## src/source/level_maps.svh

```systemverilog
`ifndef LEVEL_MAPS_SVH
`define LEVEL_MAPS_SVH

// cell forced to TILE_GATE while gate is held
localparam tile_row_t GATE_ROW = 3'd6;
localparam tile_col_t GATE_COL = 4'd4;

// indexed [level][row][col] with row 0 at the top of the screen
localparam tile_e LEVEL_MAPS [NUM_LEVELS][NUM_ROWS][NUM_COLS] = '{
	'{
		'{TILE_FREE,  TILE_FREE,  TILE_FREE,  TILE_FREE,  TILE_FREE,
		  TILE_FREE,  TILE_FREE,  TILE_FREE,  TILE_FREE,  TILE_WALL},
		'{TILE_REGU,  TILE_FREE,  TILE_FREE,  TILE_FREE,  TILE_REGU,
		  TILE_FREE,  TILE_FREE,  TILE_FREE,  TILE_FREE,  TILE_WALL},
		'{TILE_FREE,  TILE_FREE,  TILE_REGU,  TILE_FREE,  TILE_FREE,
		  TILE_FREE,  TILE_DEATH, TILE_FREE,  TILE_FREE,  TILE_WALL},
		'{TILE_FREE,  TILE_REGU,  TILE_FREE,  TILE_REGU,  TILE_FREE,
		  TILE_REGU,  TILE_FREE,  TILE_REGU,  TILE_FREE,  TILE_REGU},
		'{TILE_FREE,  TILE_FREE,  TILE_FREE,  TILE_FREE,  TILE_FREE,
		  TILE_FREE,  TILE_REGU,  TILE_FREE,  TILE_FREE,  TILE_FREE},
		'{TILE_REGU,  TILE_FREE,  TILE_REGU,  TILE_REGU,  TILE_FREE,
		  TILE_FREE,  TILE_FREE,  TILE_FREE,  TILE_REGU,  TILE_FREE},
		'{TILE_WALL,  TILE_REGU,  TILE_REGU,  TILE_REGU,  TILE_FREE,
		  TILE_SPIKE, TILE_FREE,  TILE_REGU,  TILE_FREE,  TILE_REGU}
	},
	'{
		'{TILE_WALL,  TILE_FREE,  TILE_FREE,  TILE_FREE,  TILE_FREE,
		  TILE_FREE,  TILE_FREE,  TILE_FREE,  TILE_FREE,  TILE_FREE},
		'{TILE_WALL,  TILE_FREE,  TILE_FREE,  TILE_DEATH, TILE_FREE,
		  TILE_FREE,  TILE_FREE,  TILE_FREE,  TILE_REGU,  TILE_FREE},
		'{TILE_WALL,  TILE_FREE,  TILE_FREE,  TILE_FREE,  TILE_FREE,
		  TILE_FREE,  TILE_REGU,  TILE_FREE,  TILE_FREE,  TILE_FREE},
		'{TILE_REGU,  TILE_FREE,  TILE_FREE,  TILE_FREE,  TILE_REGU,
		  TILE_FREE,  TILE_FREE,  TILE_FREE,  TILE_FREE,  TILE_FREE},
		'{TILE_FREE,  TILE_FREE,  TILE_REGU,  TILE_FREE,  TILE_FREE,
		  TILE_FREE,  TILE_FREE,  TILE_SPIKE, TILE_FREE,  TILE_FREE},
		'{TILE_FREE,  TILE_FREE,  TILE_FREE,  TILE_FREE,  TILE_FREE,
		  TILE_FREE,  TILE_FREE,  TILE_FREE,  TILE_FREE,  TILE_WALL},
		'{TILE_SPIKE, TILE_REGU,  TILE_REGU,  TILE_REGU,  TILE_REGU,
		  TILE_REGU,  TILE_REGU,  TILE_REGU,  TILE_REGU,  TILE_REGU}
	}
};

`endif

```

## src/source/tile_pkg.sv

```systemverilog
`default_nettype none

package tile_pkg;

	// grid geometry in 64 pixel square tiles
	localparam int TILE_SHIFT = 6;
	localparam int NUM_COLS   = 10;
	localparam int NUM_ROWS   = 7;
	localparam int NUM_LEVELS = 2;

	typedef logic [10:0] coord_t;    // pixel x or y
	typedef logic [3:0]  tile_col_t;
	typedef logic [2:0]  tile_row_t;
	typedef logic [5:0]  tile_off_t; // position inside a tile
	typedef logic        level_t;
	typedef logic [7:0]  colour_t;   // rgb332

	typedef enum logic [2:0] {
		TILE_FREE  = 3'd0,
		TILE_REGU  = 3'd1,
		TILE_GATE  = 3'd2,
		TILE_DEATH = 3'd3,
		TILE_WALL  = 3'd4,
		TILE_SPIKE = 3'd5
	} tile_e;

	// 0 left, 1 up, 2 right, 3 down
	typedef tile_e [3:0] tile_area_t;

	typedef struct packed {
		coord_t x;
		coord_t y;
	} pix_req_t;

	typedef struct packed {
		tile_col_t col;
		tile_row_t row;
		tile_off_t off_x;
		tile_off_t off_y;
		logic      in_grid;
	} loc_t;

	typedef struct packed {
		tile_e     tile;
		tile_off_t off_x;
		tile_off_t off_y;
		logic      in_grid;
	} tile_hit_t;

	localparam colour_t BG_COLOUR      = 8'h00; // black outside the grid
	localparam colour_t OUTLINE_COLOUR = 8'h24;
	localparam colour_t FILL_FREE      = 8'h57; // sky
	localparam colour_t FILL_REGU      = 8'hA8; // brown
	localparam colour_t FILL_GATE      = 8'hFC;
	localparam colour_t FILL_DEATH     = 8'hE0;
	localparam colour_t FILL_WALL      = 8'h92;
	localparam colour_t FILL_SPIKE     = 8'hA2;

	`include "level_maps.svh"

endpackage

`default_nettype wire

```

## src/source/grid_locator.sv

```systemverilog
`default_nettype none

module grid_locator
	import tile_pkg::*;
(
	input  logic     clk,
	input  logic     resetN,

	input  logic     in_valid,
	output logic     in_ready,
	input  pix_req_t in_data,

	output logic     loc_valid,
	input  logic     loc_ready,
	output loc_t     loc_data
);

	coord_t col_full; // tile index before narrowing
	coord_t row_full;
	loc_t   loc_next;

	assign col_full = in_data.x >> TILE_SHIFT;
	assign row_full = in_data.y >> TILE_SHIFT;

	always_comb begin
		loc_next.col     = tile_col_t'(col_full);
		loc_next.row     = tile_row_t'(row_full);
		loc_next.off_x   = tile_off_t'(in_data.x); // low six bits
		loc_next.off_y   = tile_off_t'(in_data.y);
		// checked on the wide index so x >= 1024 is not folded back in
		loc_next.in_grid = (col_full < NUM_COLS) && (row_full < NUM_ROWS);
	end

	// register empty or draining this cycle
	assign in_ready = !loc_valid || loc_ready;

	always_ff @(posedge clk or negedge resetN) begin
		if (!resetN)
			loc_valid <= 1'b0;
		else if (in_ready)
			loc_valid <= in_valid;
	end

	always_ff @(posedge clk) begin
		if (in_valid && in_ready)
			loc_data <= loc_next;
	end

endmodule

`default_nettype wire

```

## src/source/tile_map.sv

```systemverilog
`default_nettype none

module tile_map
	import tile_pkg::*;
(
	input  logic       clk,
	input  logic       resetN,

	input  logic       loc_valid,
	output logic       loc_ready,
	input  loc_t       loc_data,

	output logic       hit_valid,
	input  logic       hit_ready,
	output tile_hit_t  hit_data,

	input  logic       next_lvl, // one cycle pulse
	input  level_t     lvl,
	input  logic       gate,

	input  coord_t     player_x,
	input  coord_t     player_y,
	output tile_area_t area
);

	level_t    lvl_q;  // active level
	logic      gate_q;
	coord_t    p_col;  // player tile position
	coord_t    p_row;
	tile_hit_t hit_next;

	// one lookup path for pixels and for the player neighbours
	// the gate cell is patched on every read and the map itself never changes
	function automatic tile_e read_tile(level_t l, logic g, int col, int row);
		if (col < 0 || col >= NUM_COLS || row < 0 || row >= NUM_ROWS)
			return TILE_WALL; // off the grid counts as solid
		if (g && row == GATE_ROW && col == GATE_COL)
			return TILE_GATE;
		return LEVEL_MAPS[l][row][col];
	endfunction

	function automatic tile_area_t area_at(level_t l, logic g, int col, int row);
		tile_area_t a;

		a[0] = read_tile(l, g, col - 1, row); // left
		a[1] = read_tile(l, g, col, row - 1); // up
		a[2] = read_tile(l, g, col + 1, row); // right
		a[3] = read_tile(l, g, col, row + 1); // down
		return a;
	endfunction

	always_ff @(posedge clk or negedge resetN) begin
		if (!resetN) begin
			lvl_q  <= '0;
			gate_q <= 1'b0;
		end
		else begin
			if (next_lvl)
				lvl_q <= lvl;
			gate_q <= gate;
		end
	end

	// pixel path

	always_comb begin
		hit_next.off_x   = loc_data.off_x;
		hit_next.off_y   = loc_data.off_y;
		hit_next.in_grid = loc_data.in_grid;
		// tile is a don't care outside the grid where the shader paints background
		if (loc_data.in_grid)
			hit_next.tile = read_tile(lvl_q, gate_q, int'(loc_data.col), int'(loc_data.row));
		else
			hit_next.tile = TILE_FREE;
	end

	assign loc_ready = !hit_valid || hit_ready;

	always_ff @(posedge clk or negedge resetN) begin
		if (!resetN)
			hit_valid <= 1'b0;
		else if (loc_ready)
			hit_valid <= loc_valid;
	end

	always_ff @(posedge clk) begin
		if (loc_valid && loc_ready)
			hit_data <= hit_next;
	end

	// player neighbours refreshed every cycle

	assign p_col = player_x >> TILE_SHIFT;
	assign p_row = player_y >> TILE_SHIFT;

	always_ff @(posedge clk or negedge resetN) begin
		if (!resetN)
			area <= area_at(level_t'(0), 1'b0, 0, 0); // level 0 around the origin
		else
			area <= area_at(lvl_q, gate_q, int'(p_col), int'(p_row));
	end

endmodule

`default_nettype wire

```

## src/source/tile_shader.sv

```systemverilog
`default_nettype none

module tile_shader
	import tile_pkg::*;
(
	input  logic      clk,
	input  logic      resetN,

	input  logic      hit_valid,
	output logic      hit_ready,
	input  tile_hit_t hit_data,

	output logic      out_valid,
	input  logic      out_ready,
	output colour_t   out_colour
);

	colour_t colour_next;

	function automatic colour_t fill_of(tile_e t);
		case (t)
			TILE_FREE:  return FILL_FREE;
			TILE_REGU:  return FILL_REGU;
			TILE_GATE:  return FILL_GATE;
			TILE_DEATH: return FILL_DEATH;
			TILE_WALL:  return FILL_WALL;
			TILE_SPIKE: return FILL_SPIKE;
			default:    return BG_COLOUR; // codes 6 and 7 never stored
		endcase
	endfunction

	always_comb begin
		if (!hit_data.in_grid)
			colour_next = BG_COLOUR;
		else if (hit_data.tile != TILE_FREE &&
				(hit_data.off_x == '0 || hit_data.off_y == '0))
			colour_next = OUTLINE_COLOUR; // top and left edge line
		else
			colour_next = fill_of(hit_data.tile);
	end

	assign hit_ready = !out_valid || out_ready;

	always_ff @(posedge clk or negedge resetN) begin
		if (!resetN)
			out_valid <= 1'b0;
		else if (hit_ready)
			out_valid <= hit_valid;
	end

	always_ff @(posedge clk) begin
		if (hit_valid && hit_ready)
			out_colour <= colour_next;
	end

endmodule

`default_nettype wire

```

## src/source/tile_pipeline_top.sv

```systemverilog
`default_nettype none

module tile_pipeline_top
	import tile_pkg::*;
(
	input  logic       clk,
	input  logic       resetN,

	input  logic       in_valid,
	output logic       in_ready,
	input  pix_req_t   in_data,

	output logic       out_valid,
	input  logic       out_ready,
	output colour_t    out_colour,

	input  logic       next_lvl,
	input  level_t     lvl,
	input  logic       gate,

	input  coord_t     player_x,
	input  coord_t     player_y,
	output tile_area_t area
);

	logic      loc_valid;  // locator to map
	logic      loc_ready;
	loc_t      loc_data;
	logic      hit_valid;  // map to shader
	logic      hit_ready;
	tile_hit_t hit_data;

	grid_locator u_locator (
		.clk       (clk),
		.resetN    (resetN),
		.in_valid  (in_valid),
		.in_ready  (in_ready),
		.in_data   (in_data),
		.loc_valid (loc_valid),
		.loc_ready (loc_ready),
		.loc_data  (loc_data)
	);

	tile_map u_map (
		.clk       (clk),
		.resetN    (resetN),
		.loc_valid (loc_valid),
		.loc_ready (loc_ready),
		.loc_data  (loc_data),
		.hit_valid (hit_valid),
		.hit_ready (hit_ready),
		.hit_data  (hit_data),
		.next_lvl  (next_lvl),
		.lvl       (lvl),
		.gate      (gate),
		.player_x  (player_x),
		.player_y  (player_y),
		.area      (area)
	);

	tile_shader u_shader (
		.clk        (clk),
		.resetN     (resetN),
		.hit_valid  (hit_valid),
		.hit_ready  (hit_ready),
		.hit_data   (hit_data),
		.out_valid  (out_valid),
		.out_ready  (out_ready),
		.out_colour (out_colour)
	);

endmodule

`default_nettype wire

```

## config.mk

```make
export PLATFORM = sky130hd
export DESIGN_NAME = tile_pipeline_top
export DESIGN_NICKNAME = d
export VERILOG_FILES = /design/src/source/tile_pkg.sv /design/src/source/grid_locator.sv /design/src/source/tile_map.sv /design/src/source/tile_shader.sv /design/src/source/tile_pipeline_top.sv
export VERILOG_INCLUDE_DIRS = /design/src /design/src/source
export SDC_FILE = /design/constraint.sdc
export NUM_CORES = 1
export LEC_CHECK = 0
export BUFFER_PORTS_ARGS = -buffer_cell sky130_fd_sc_hd__buf_2
export CORE_MARGIN = 5
export CORE_UTILIZATION = 55
export DETAILED_ROUTE_END_ITERATION = 6
export GPL_TIMING_DRIVEN = 0
export PLACE_DENSITY = 0.78
export SETUP_SLACK_MARGIN = 0.3
export SYNTH_ARGS = -nofsm -noshare
export SYNTH_HDL_FRONTEND = slang
export SYNTH_HIERARCHICAL = 1
export SYNTH_SLANG_ARGS = --single-unit
```

## constraint.sdc

```tcl
create_clock -name clk -period 2.9 [get_ports clk]
set_clock_uncertainty 0.05 [all_clocks]
set_input_delay 0.58 -clock clk [delete_from_list [all_inputs] [get_ports clk]]
set_output_delay 0.58 -clock clk [all_outputs]
set_load 0.01 [all_outputs]
```

# ---- Word-level counts from Yosys, hierarchy flattened
# Index checks and enable logic that the tools add are counted.
dict set report word_totals {
  reg_bits 61
  latch_bits 0
  ram_bits 0
  mem_bits_ro 0
  in_bits 51
  out_inout_bits 22
  wordCells 174
  memories 0
}
dict set report classes {
  add_sub_neg 4
  mul 0
  div_mod_pow 0
  order_cmp 23
  eq_ne 13
  shift 0
  mux 69
  n_bitwise 10
  n_reduce_logical 35
}
# operator count
set op_table {}
lappend op_table {{210-bit 2-to-1 mux} 3}
lappend op_table {{30-bit binary-select mux with 3-bit select} 4}
lappend op_table {{30-bit 2-to-1 mux} 8}
lappend op_table {{32-bit by 4-bit greater-or-equal comparator with 1-bit output, second input constant} 6}
lappend op_table {{32-bit by 5-bit greater-or-equal comparator with 1-bit output, second input constant} 6}
lappend op_table {{32-bit by 3-bit == test with 1-bit output, second input constant} 4}
lappend op_table {{32-bit by 1-bit < comparator with 1-bit output, second input constant} 4}
lappend op_table {{32-bit inverter} 4}
lappend op_table {{3-bit 2-to-1 mux} 30}
lappend op_table {{5-bit inverter with 32-bit output} 2}
lappend op_table {{3-bit binary-select mux with 4-bit select} 5}
lappend op_table {{8-bit one-hot mux with 6 select lines} 1}
lappend op_table {{3-bit inverter with 32-bit output} 1}
lappend op_table {{4-bit inverter with 32-bit output} 1}
lappend op_table {{1-bit 2-to-1 mux} 17}
lappend op_table {{1-bit logical AND} 14}
lappend op_table {{1-bit logical OR} 13}
lappend op_table {{5-bit by 1-bit adder with 6-bit output, second input constant} 2}
lappend op_table {{6-bit logical NOT} 2}
lappend op_table {{5-bit by 1-bit subtractor with 6-bit output, second input constant} 2}
lappend op_table {{5-bit by 3-bit == test with 1-bit output, second input constant} 2}
lappend op_table {{3-bit == test, second input constant} 3}
lappend op_table {{3-bit by 2-bit == test with 1-bit output, second input constant} 2}
lappend op_table {{6-bit 2-to-1 mux} 1}
lappend op_table {{other kinds (15)} 17}

# ---- Logic depth before layout (Yosys ltp)
dict set report depth {
  word_depth 12
  mapped_depth 9
  ltp_nobuf 7
}

# ---- Cells and area by module
# The synthesis kept the hierarchy.
# mod n_inst cells_each area_each_um2 seq_area_each_um2
set modules_own_cells {}
lappend modules_own_cells {tile_map 1 397 3318.2 859.6}
lappend modules_own_cells {grid_locator 1 28 678.2 625.6}
lappend modules_own_cells {tile_shader 1 39 499.2 265.3}

# ---- Least setup slack after synthesis
# Ideal clock, no wire load.
dict set report synth_path {
  path_kind {in2reg}
  from {in player_y[7]}
  to {reg u_map/area[9] in the netlist's numbering}
  setup_time_ns 0.088
  arrival_ns 2.318
  required_time_ns 2.762
  setup_slack_ns 0.444
  stages 9
  path_buffers 2
  cell_sequence {buf_2 -> inv_1 -> ha_1 -> clkbuf_1 -> nand2b_1 -> nand2_1 -> mux4_2 -> o221ai_2 -> a2111oi_2}
}
dict set report synth_between {
  elab_chain_len 10
  word_cells_on_any_way 21
  cone_classes {add/sub (1); order compare (2); eq/ne (1); mux (12); bitwise (1); reduce/logical (4)}
}
# element line_no
set synth_lines {}
lappend synth_lines {{from (decl)} tile_pipeline_top.sv:22} ;# input coord_t player_y,
lappend synth_lines {{5-bit by 1-bit adder with 6-bit output (*)} tile_map.sv:48} ;# a[3] = read_tile(l, g, col, row + 1);
lappend synth_lines {{32-bit inverter (not written as such)} tile_map.sv:39} ;# return LEVEL_MAPS[l][row][col];
lappend synth_lines {{30-bit binary-select mux with 3-bit select} tile_map.sv:39}
lappend synth_lines {{30-bit 2-to-1 mux (not written as such) (2 in a row)} tile_map.sv:39}
lappend synth_lines {{3-bit binary-select mux with 4-bit select} tile_map.sv:39}
lappend synth_lines {{3-bit 2-to-1 mux (not written as such) (2 in a row)} tile_map.sv:39}
lappend synth_lines {{3-bit 2-to-1 mux} tile_map.sv:39}
lappend synth_lines {{3-bit 2-to-1 mux (*)} tile_map.sv:37} ;# if (g && row == GATE_ROW && col == GATE_COL)
lappend synth_lines {{to (signal assigned)} tile_map.sv:98} ;# area <= area_at(level_t'(0), 1'b0, 0, 0);
lappend synth_lines {{to (signal assigned)} tile_map.sv:100} ;# area <= area_at(lvl_q, gate_q, int'(p_col), int'(p_row));
lappend synth_lines {{to (decl)} tile_map.sv:23} ;# output tile_area_t area
# Every way passes the cells marked *; elsewhere a longest branch is shown, timed or not. The select of a mux whose other input is x is not followed.
# A chain may end at the register's enable or synchronous reset.

# ---- Worst setup path in the final report
# Same ends and word-level chain as after synthesis.

==> impl_metrics.prom <==
# TYPE chip_impl_metric gauge
chip_impl_info{name="outcome",value="completed"} 1
chip_impl_metric{name="die_w",unit="µm"} 100
chip_impl_metric{name="synth_xor_area_share",unit="%"} 3.45
chip_impl_metric{name="routed_wl",unit="mm"} 11.8
chip_impl_metric{name="final_cell_count_no_fill",unit=""} 642
chip_impl_metric{name="worstMarginPinSlew",unit="ns"} 0.961
chip_impl_metric{name="slew_viol_final",unit=""} 0
chip_impl_metric{name="p_switching",unit="µW"} 710
chip_impl_info{name="hold_class",value="input pin to async pin"} 1
chip_impl_metric{name="htree_levels",unit=""} 3
chip_impl_metric{name="synth_enable_flop_cells",unit=""} 44
chip_impl_info{name="worstPathCellList",value="buf_2 -> clkbuf_4 -> inv_1 -> ha_1 -> clkbuf_2 -> nand2b_1 -> nand2_1 -> mux4_2 -> o221ai_2 -> a2111oi_4"} 1
chip_impl_info{name="yosys.area.top_type",value="sky130_fd_sc_hd__edfxtp_1"} 1
chip_impl_metric{name="die-height",unit="µm"} 100
chip_impl_metric{name="share_seq_of_total_power",unit="%"} 42.1
chip_impl_metric{name="post_synth_instance_area",unit="µm²"} 4500
chip_impl_metric{name="post_synthesis_to_final_layout_area_growth",unit="%"} 16.4
chip_impl_metric{name="synthMuxAreaShare",unit="%"} 3.31
chip_impl_metric{name="clock-sinks",unit=""} 61
chip_impl_metric{name="ys_warn_count",unit=""} 6
chip_impl_metric{name="post_synth_inst_count",unit=""} 464
chip_impl_info{name="unrepaired_setup_endpoints_after_global_routing",value="no"} 1
chip_impl_metric{name="avgViaCountPerCell",unit=""} 6.31
chip_impl_metric{name="post_route_cells_drive_above_1_share",unit="%"} 25.0
chip_impl_info{name="clock_tree_from_tritoncts",value="yes"} 1
chip_impl_info{name="timing.rr.end",value="u_map/area[0]$_DFF_PN0_"} 1
chip_impl_metric{name="ant_nets",unit=""} 0
chip_impl_metric{name="fin_nets",unit=""} 603
chip_impl_info{name="synth.most_common_cell",value="sky130_fd_sc_hd__edfxtp_1"} 1
chip_impl_metric{name="worst_ep_required_time",unit="ns"} 3.09
chip_impl_metric{name="std_cell_rows",unit=""} 33
chip_impl_metric{name="irDropWorstVdd",unit="mV"} 0.240
chip_impl_metric{name="powerDensity",unit="nW/µm²"} 480
chip_impl_metric{name="syn-num-nets",unit=""} 535
chip_impl_metric{name="pin_count_of_the_biggest_net_entering_global_routing",unit=""} 21
chip_impl_metric{name="synth_compound_area_share",unit="%"} 22.5
chip_impl_metric{name="post-cts-setup-buffer-count",unit=""} 0
chip_impl_info{name="cp_top_family",value="buffers and inverters"} 1
chip_impl_metric{name="detailroute.via_count",unit=""} 4054
chip_impl_info{name="crit_type",value="input pin to flip-flop"} 1
chip_impl_metric{name="slew_headroom",unit="%"} 35.9
chip_impl_metric{name="fin_crit",unit="ns"} 2.58
chip_impl_info{name="top_cells_by_area_synth",value="sky130_fd_sc_hd__edfxtp_1 (29%), sky130_fd_sc_hd__dfrtp_1 (7.8%), sky130_fd_sc_hd__ha_1 (5.6%)"} 1
chip_impl_metric{name="gpl.final_weighted_congestion",unit=""} 0.960
chip_impl_metric{name="gr-total-overflow",unit=""} 0
chip_impl_metric{name="clock_power_share",unit="%"} 35.6
chip_impl_info{name="worst_setup_path_end_kind",value="flip-flop"} 1
chip_impl_metric{name="core",unit="µm²"} 8090
chip_impl_metric{name="setup_total_negative_slack",unit="ns"} 0
chip_impl_metric{name="multi_input_comb_area",unit="µm²"} 2560
chip_impl_metric{name="timing_hold_violations_final",unit=""} 0
chip_impl_info{name="synth_common_cells",value="sky130_fd_sc_hd__edfxtp_1 (44), sky130_fd_sc_hd__nand2_1 (38), sky130_fd_sc_hd__o21ai_0 (27), sky130_fd_sc_hd__nor2_1 (26)"} 1
chip_impl_info{name="critical_path.reg2reg.startpoint",value="u_map/lvl_q$_DFFE_PN0P_"} 1
chip_impl_metric{name="post-route-period-util",unit="%"} 89.0
chip_impl_info{name="ys.flop_type",value="sky130_fd_sc_hd__edfxtp_1"} 1
chip_impl_metric{name="dpl.cell_count",unit=""} 626
chip_impl_info{name="worst_path_max_delay_cell",value="sky130_fd_sc_hd__mux4_2"} 1
chip_impl_metric{name="p_int",unit="mW"} 1.80
chip_impl_metric{name="drc_violation_total_after_the_first_tritonroute_iteration",unit=""} 348
chip_impl_metric{name="cts_max_path_buffers",unit=""} 2
chip_impl_metric{name="timing.fmax",unit="MHz"} 388
chip_impl_metric{name="synth_top_cell_area_share",unit="%"} 29.4
chip_impl_metric{name="via_count_of_the_first_global_routing_pass",unit=""} 3777
chip_impl_metric{name="cts_inserted_buffers",unit=""} 9
chip_impl_metric{name="worst_reg_to_reg_path_cell_count",unit=""} 7
chip_impl_metric{name="grt_antenna_before_repair",unit=""} 0
chip_impl_metric{name="worst_setup_hold_path_clk_slew",unit="ns"} 0.06
chip_impl_metric{name="io_pins",unit=""} 73
chip_impl_metric{name="reg2reg_slack",unit="ns"} 0.45
chip_impl_metric{name="comb_power_share",unit="%"} 22.3
chip_impl_metric{name="dp_hpwl",unit="mm"} 8.69
chip_impl_metric{name="postSynthRegisterBits",unit=""} 61
chip_impl_metric{name="grt_first_pass_wirelength",unit="mm"} 18.8
chip_impl_metric{name="die_area",unit="µm²"} 10100
chip_impl_metric{name="fraction_of_the_mapped_netlist_area_in_simple_logic_gates",unit="%"} 20.8
chip_impl_metric{name="cp_data_arrival_time",unit="ns"} 2.77
chip_impl_metric{name="total_leakage_power",unit="nW"} 2.06
chip_impl_metric{name="starting_utilization_of_the_core_area",unit="%"} 55.6
chip_impl_info{name="cts_root_buf",value="sky130_fd_sc_hd__clkbuf_8"} 1
chip_impl_metric{name="detail_route.first_pass.iterations",unit=""} 6
chip_impl_info{name="timing.critical_path.from_type",value="input pin"} 1
chip_impl_metric{name="yosys.area_share.adder",unit="%"} 5.57
chip_impl_metric{name="antenna_cells",unit=""} 0
chip_impl_metric{name="setup-violations-final",unit=""} 0
chip_impl_metric{name="routedWlPerCell",unit="µm"} 18.3
chip_impl_metric{name="clock_latency",unit="ns"} 0.33
chip_impl_metric{name="track_usage",unit="%"} 23.6
chip_impl_metric{name="count_of_port_buffers_added_during_placement",unit=""} 57
chip_impl_metric{name="crit_path_max_fanout",unit=""} 10
chip_impl_metric{name="yosysSeqAreaShare",unit="%"} 38.9
chip_impl_metric{name="post-place-ws",unit="ns"} -0.197
chip_impl_metric{name="post-route-drc-count",unit=""} 0
chip_impl_info{name="synth_top_family_by_area",value="compound AO/OA/AOI/OAI gates"} 1
chip_impl_metric{name="switching_share",unit="%"} 28.3
chip_impl_metric{name="synth.lib_cells_used.distinct",unit=""} 90
chip_impl_metric{name="async_reset_ff_share",unit="%"} 27.9
chip_impl_metric{name="timing.final.ws_setup",unit="ns"} 0.320
chip_impl_metric{name="drv.max_cap_violation_count",unit=""} 0
chip_impl_metric{name="final-seq-area",unit="µm²"} 1750
chip_impl_metric{name="power.total",unit="mW"} 2.51
chip_impl_metric{name="utilization",unit="%"} 64.7
chip_impl_metric{name="fillers",unit=""} 675
chip_impl_metric{name="cp_num_buf_inv",unit=""} 4
chip_impl_metric{name="synth_area_per_cell",unit="µm²"} 9.69
chip_impl_metric{name="postCtsHoldBufs",unit=""} 0
chip_impl_metric{name="crit_path_largest_cell_delay",unit="ns"} 0.49
per-stage QoR:
step	hold WS (ns)	area, µm²
global route	0.133	5240
CTS	0.117	5160
floorplan	0.234	4500
global placement	0.351	4910
detailed placement	0.355	4910
finish	0.122	5240
registers in the layout, summed over array words and instances (netlist names):
| signal | cells |
|---|---|
| u_locator/loc_data | 20 |
| u_map/hit_data | 16 |
| u_map/area | 12 |
| u_shader/out_colour | 8 |
| u_locator/loc_valid | 1 |
| u_map/gate_q | 1 |
| u_map/hit_valid | 1 |
| u_map/lvl_q | 1 |
| u_shader/out_valid | 1 |
worst max path at each step:
stage                startpoint                      end  slack (ns)  depth (start not counted)
floorplan           player_y[7]  u_map/area[9]$_DFF_PN1_        0.44                          9
global placement    player_x[7]  u_map/area[0]$_DFF_PN0_       -0.17                          9
detailed placement  player_x[7]  u_map/area[0]$_DFF_PN0_       -0.20                          9
CTS                 player_x[7]  u_map/area[0]$_DFF_PN0_        0.28                          9
global route        player_y[7]  u_map/area[9]$_DFF_PN1_        0.28                         10
finish              player_y[7]  u_map/area[9]$_DFF_PN1_        0.32                         10
cell families (layout without fill, tap and decap cells):
family                     count (synthesis)  after routing
muxes                                     12             12
buffers and inverters                     51            124
xor gates and xnor gates                  13             13
adders and majority gates                 20             20
and+or+nand+nor                          167            167
AOI/OAI and AO/OA                        140            140
DFF                                       61             61
layout by cell type (no fill, tap or decap), types with 17 or more instances in the layout:
cell type | Yosys | layout
sky130_fd_sc_hd__buf_2 | 14 | 68
sky130_fd_sc_hd__a21oi_1 | 20 | 20
sky130_fd_sc_hd__ha_1 | 20 | 19
sky130_fd_sc_hd__edfxtp_1 | 44 | 44
sky130_fd_sc_hd__inv_1 | 19 | 17
sky130_fd_sc_hd__o21ai_0 | 27 | 27
sky130_fd_sc_hd__nand3_1 | 20 | 20
sky130_fd_sc_hd__nor2_1 | 26 | 26
sky130_fd_sc_hd__nand2_1 | 38 | 38
cell type report:
type / instances / area share, %
inverters: 20 / 1.48
well taps: 105 / 2.51
clock buffers: 10 / 2.44
flip-flops and latches: 61 / 33.5
plain buffers: 31 / 3.54
multi-input cells: 352 / 49.0
clock inverters: 6 / 2.13
repair buffers: 57 / 5.45
power by group through the flow:
stage	logic (mW)	clock network (mW)	registers (mW)
after floorplan	0.365	0	1.07
after global placement	0.522	0	1.07
after detailed placement	0.528	0	1.07
after CTS	0.535	0.919	1.06
after global routing	0.606	0.956	1.06
final	0.559	0.895	1.06
metal layers:
| layer | wire (µm) | GRT usage (%) |
|---|---|---|
| met5 | 0 | 0 |
| met4 | 473 | 12.5 |
| met3 | 943 | 5.00 |
| met2 | 5670 | 37.8 |
| met1 | 4660 | 29.8 |
repair_timing:
item | CTS | global route
cloned | 0 | 0
gates resized for setup | 5 | 18
setup endpoints to repair | 4 | 4
pin swaps | 0 | 1
Power figures use the tool's default switching activity.
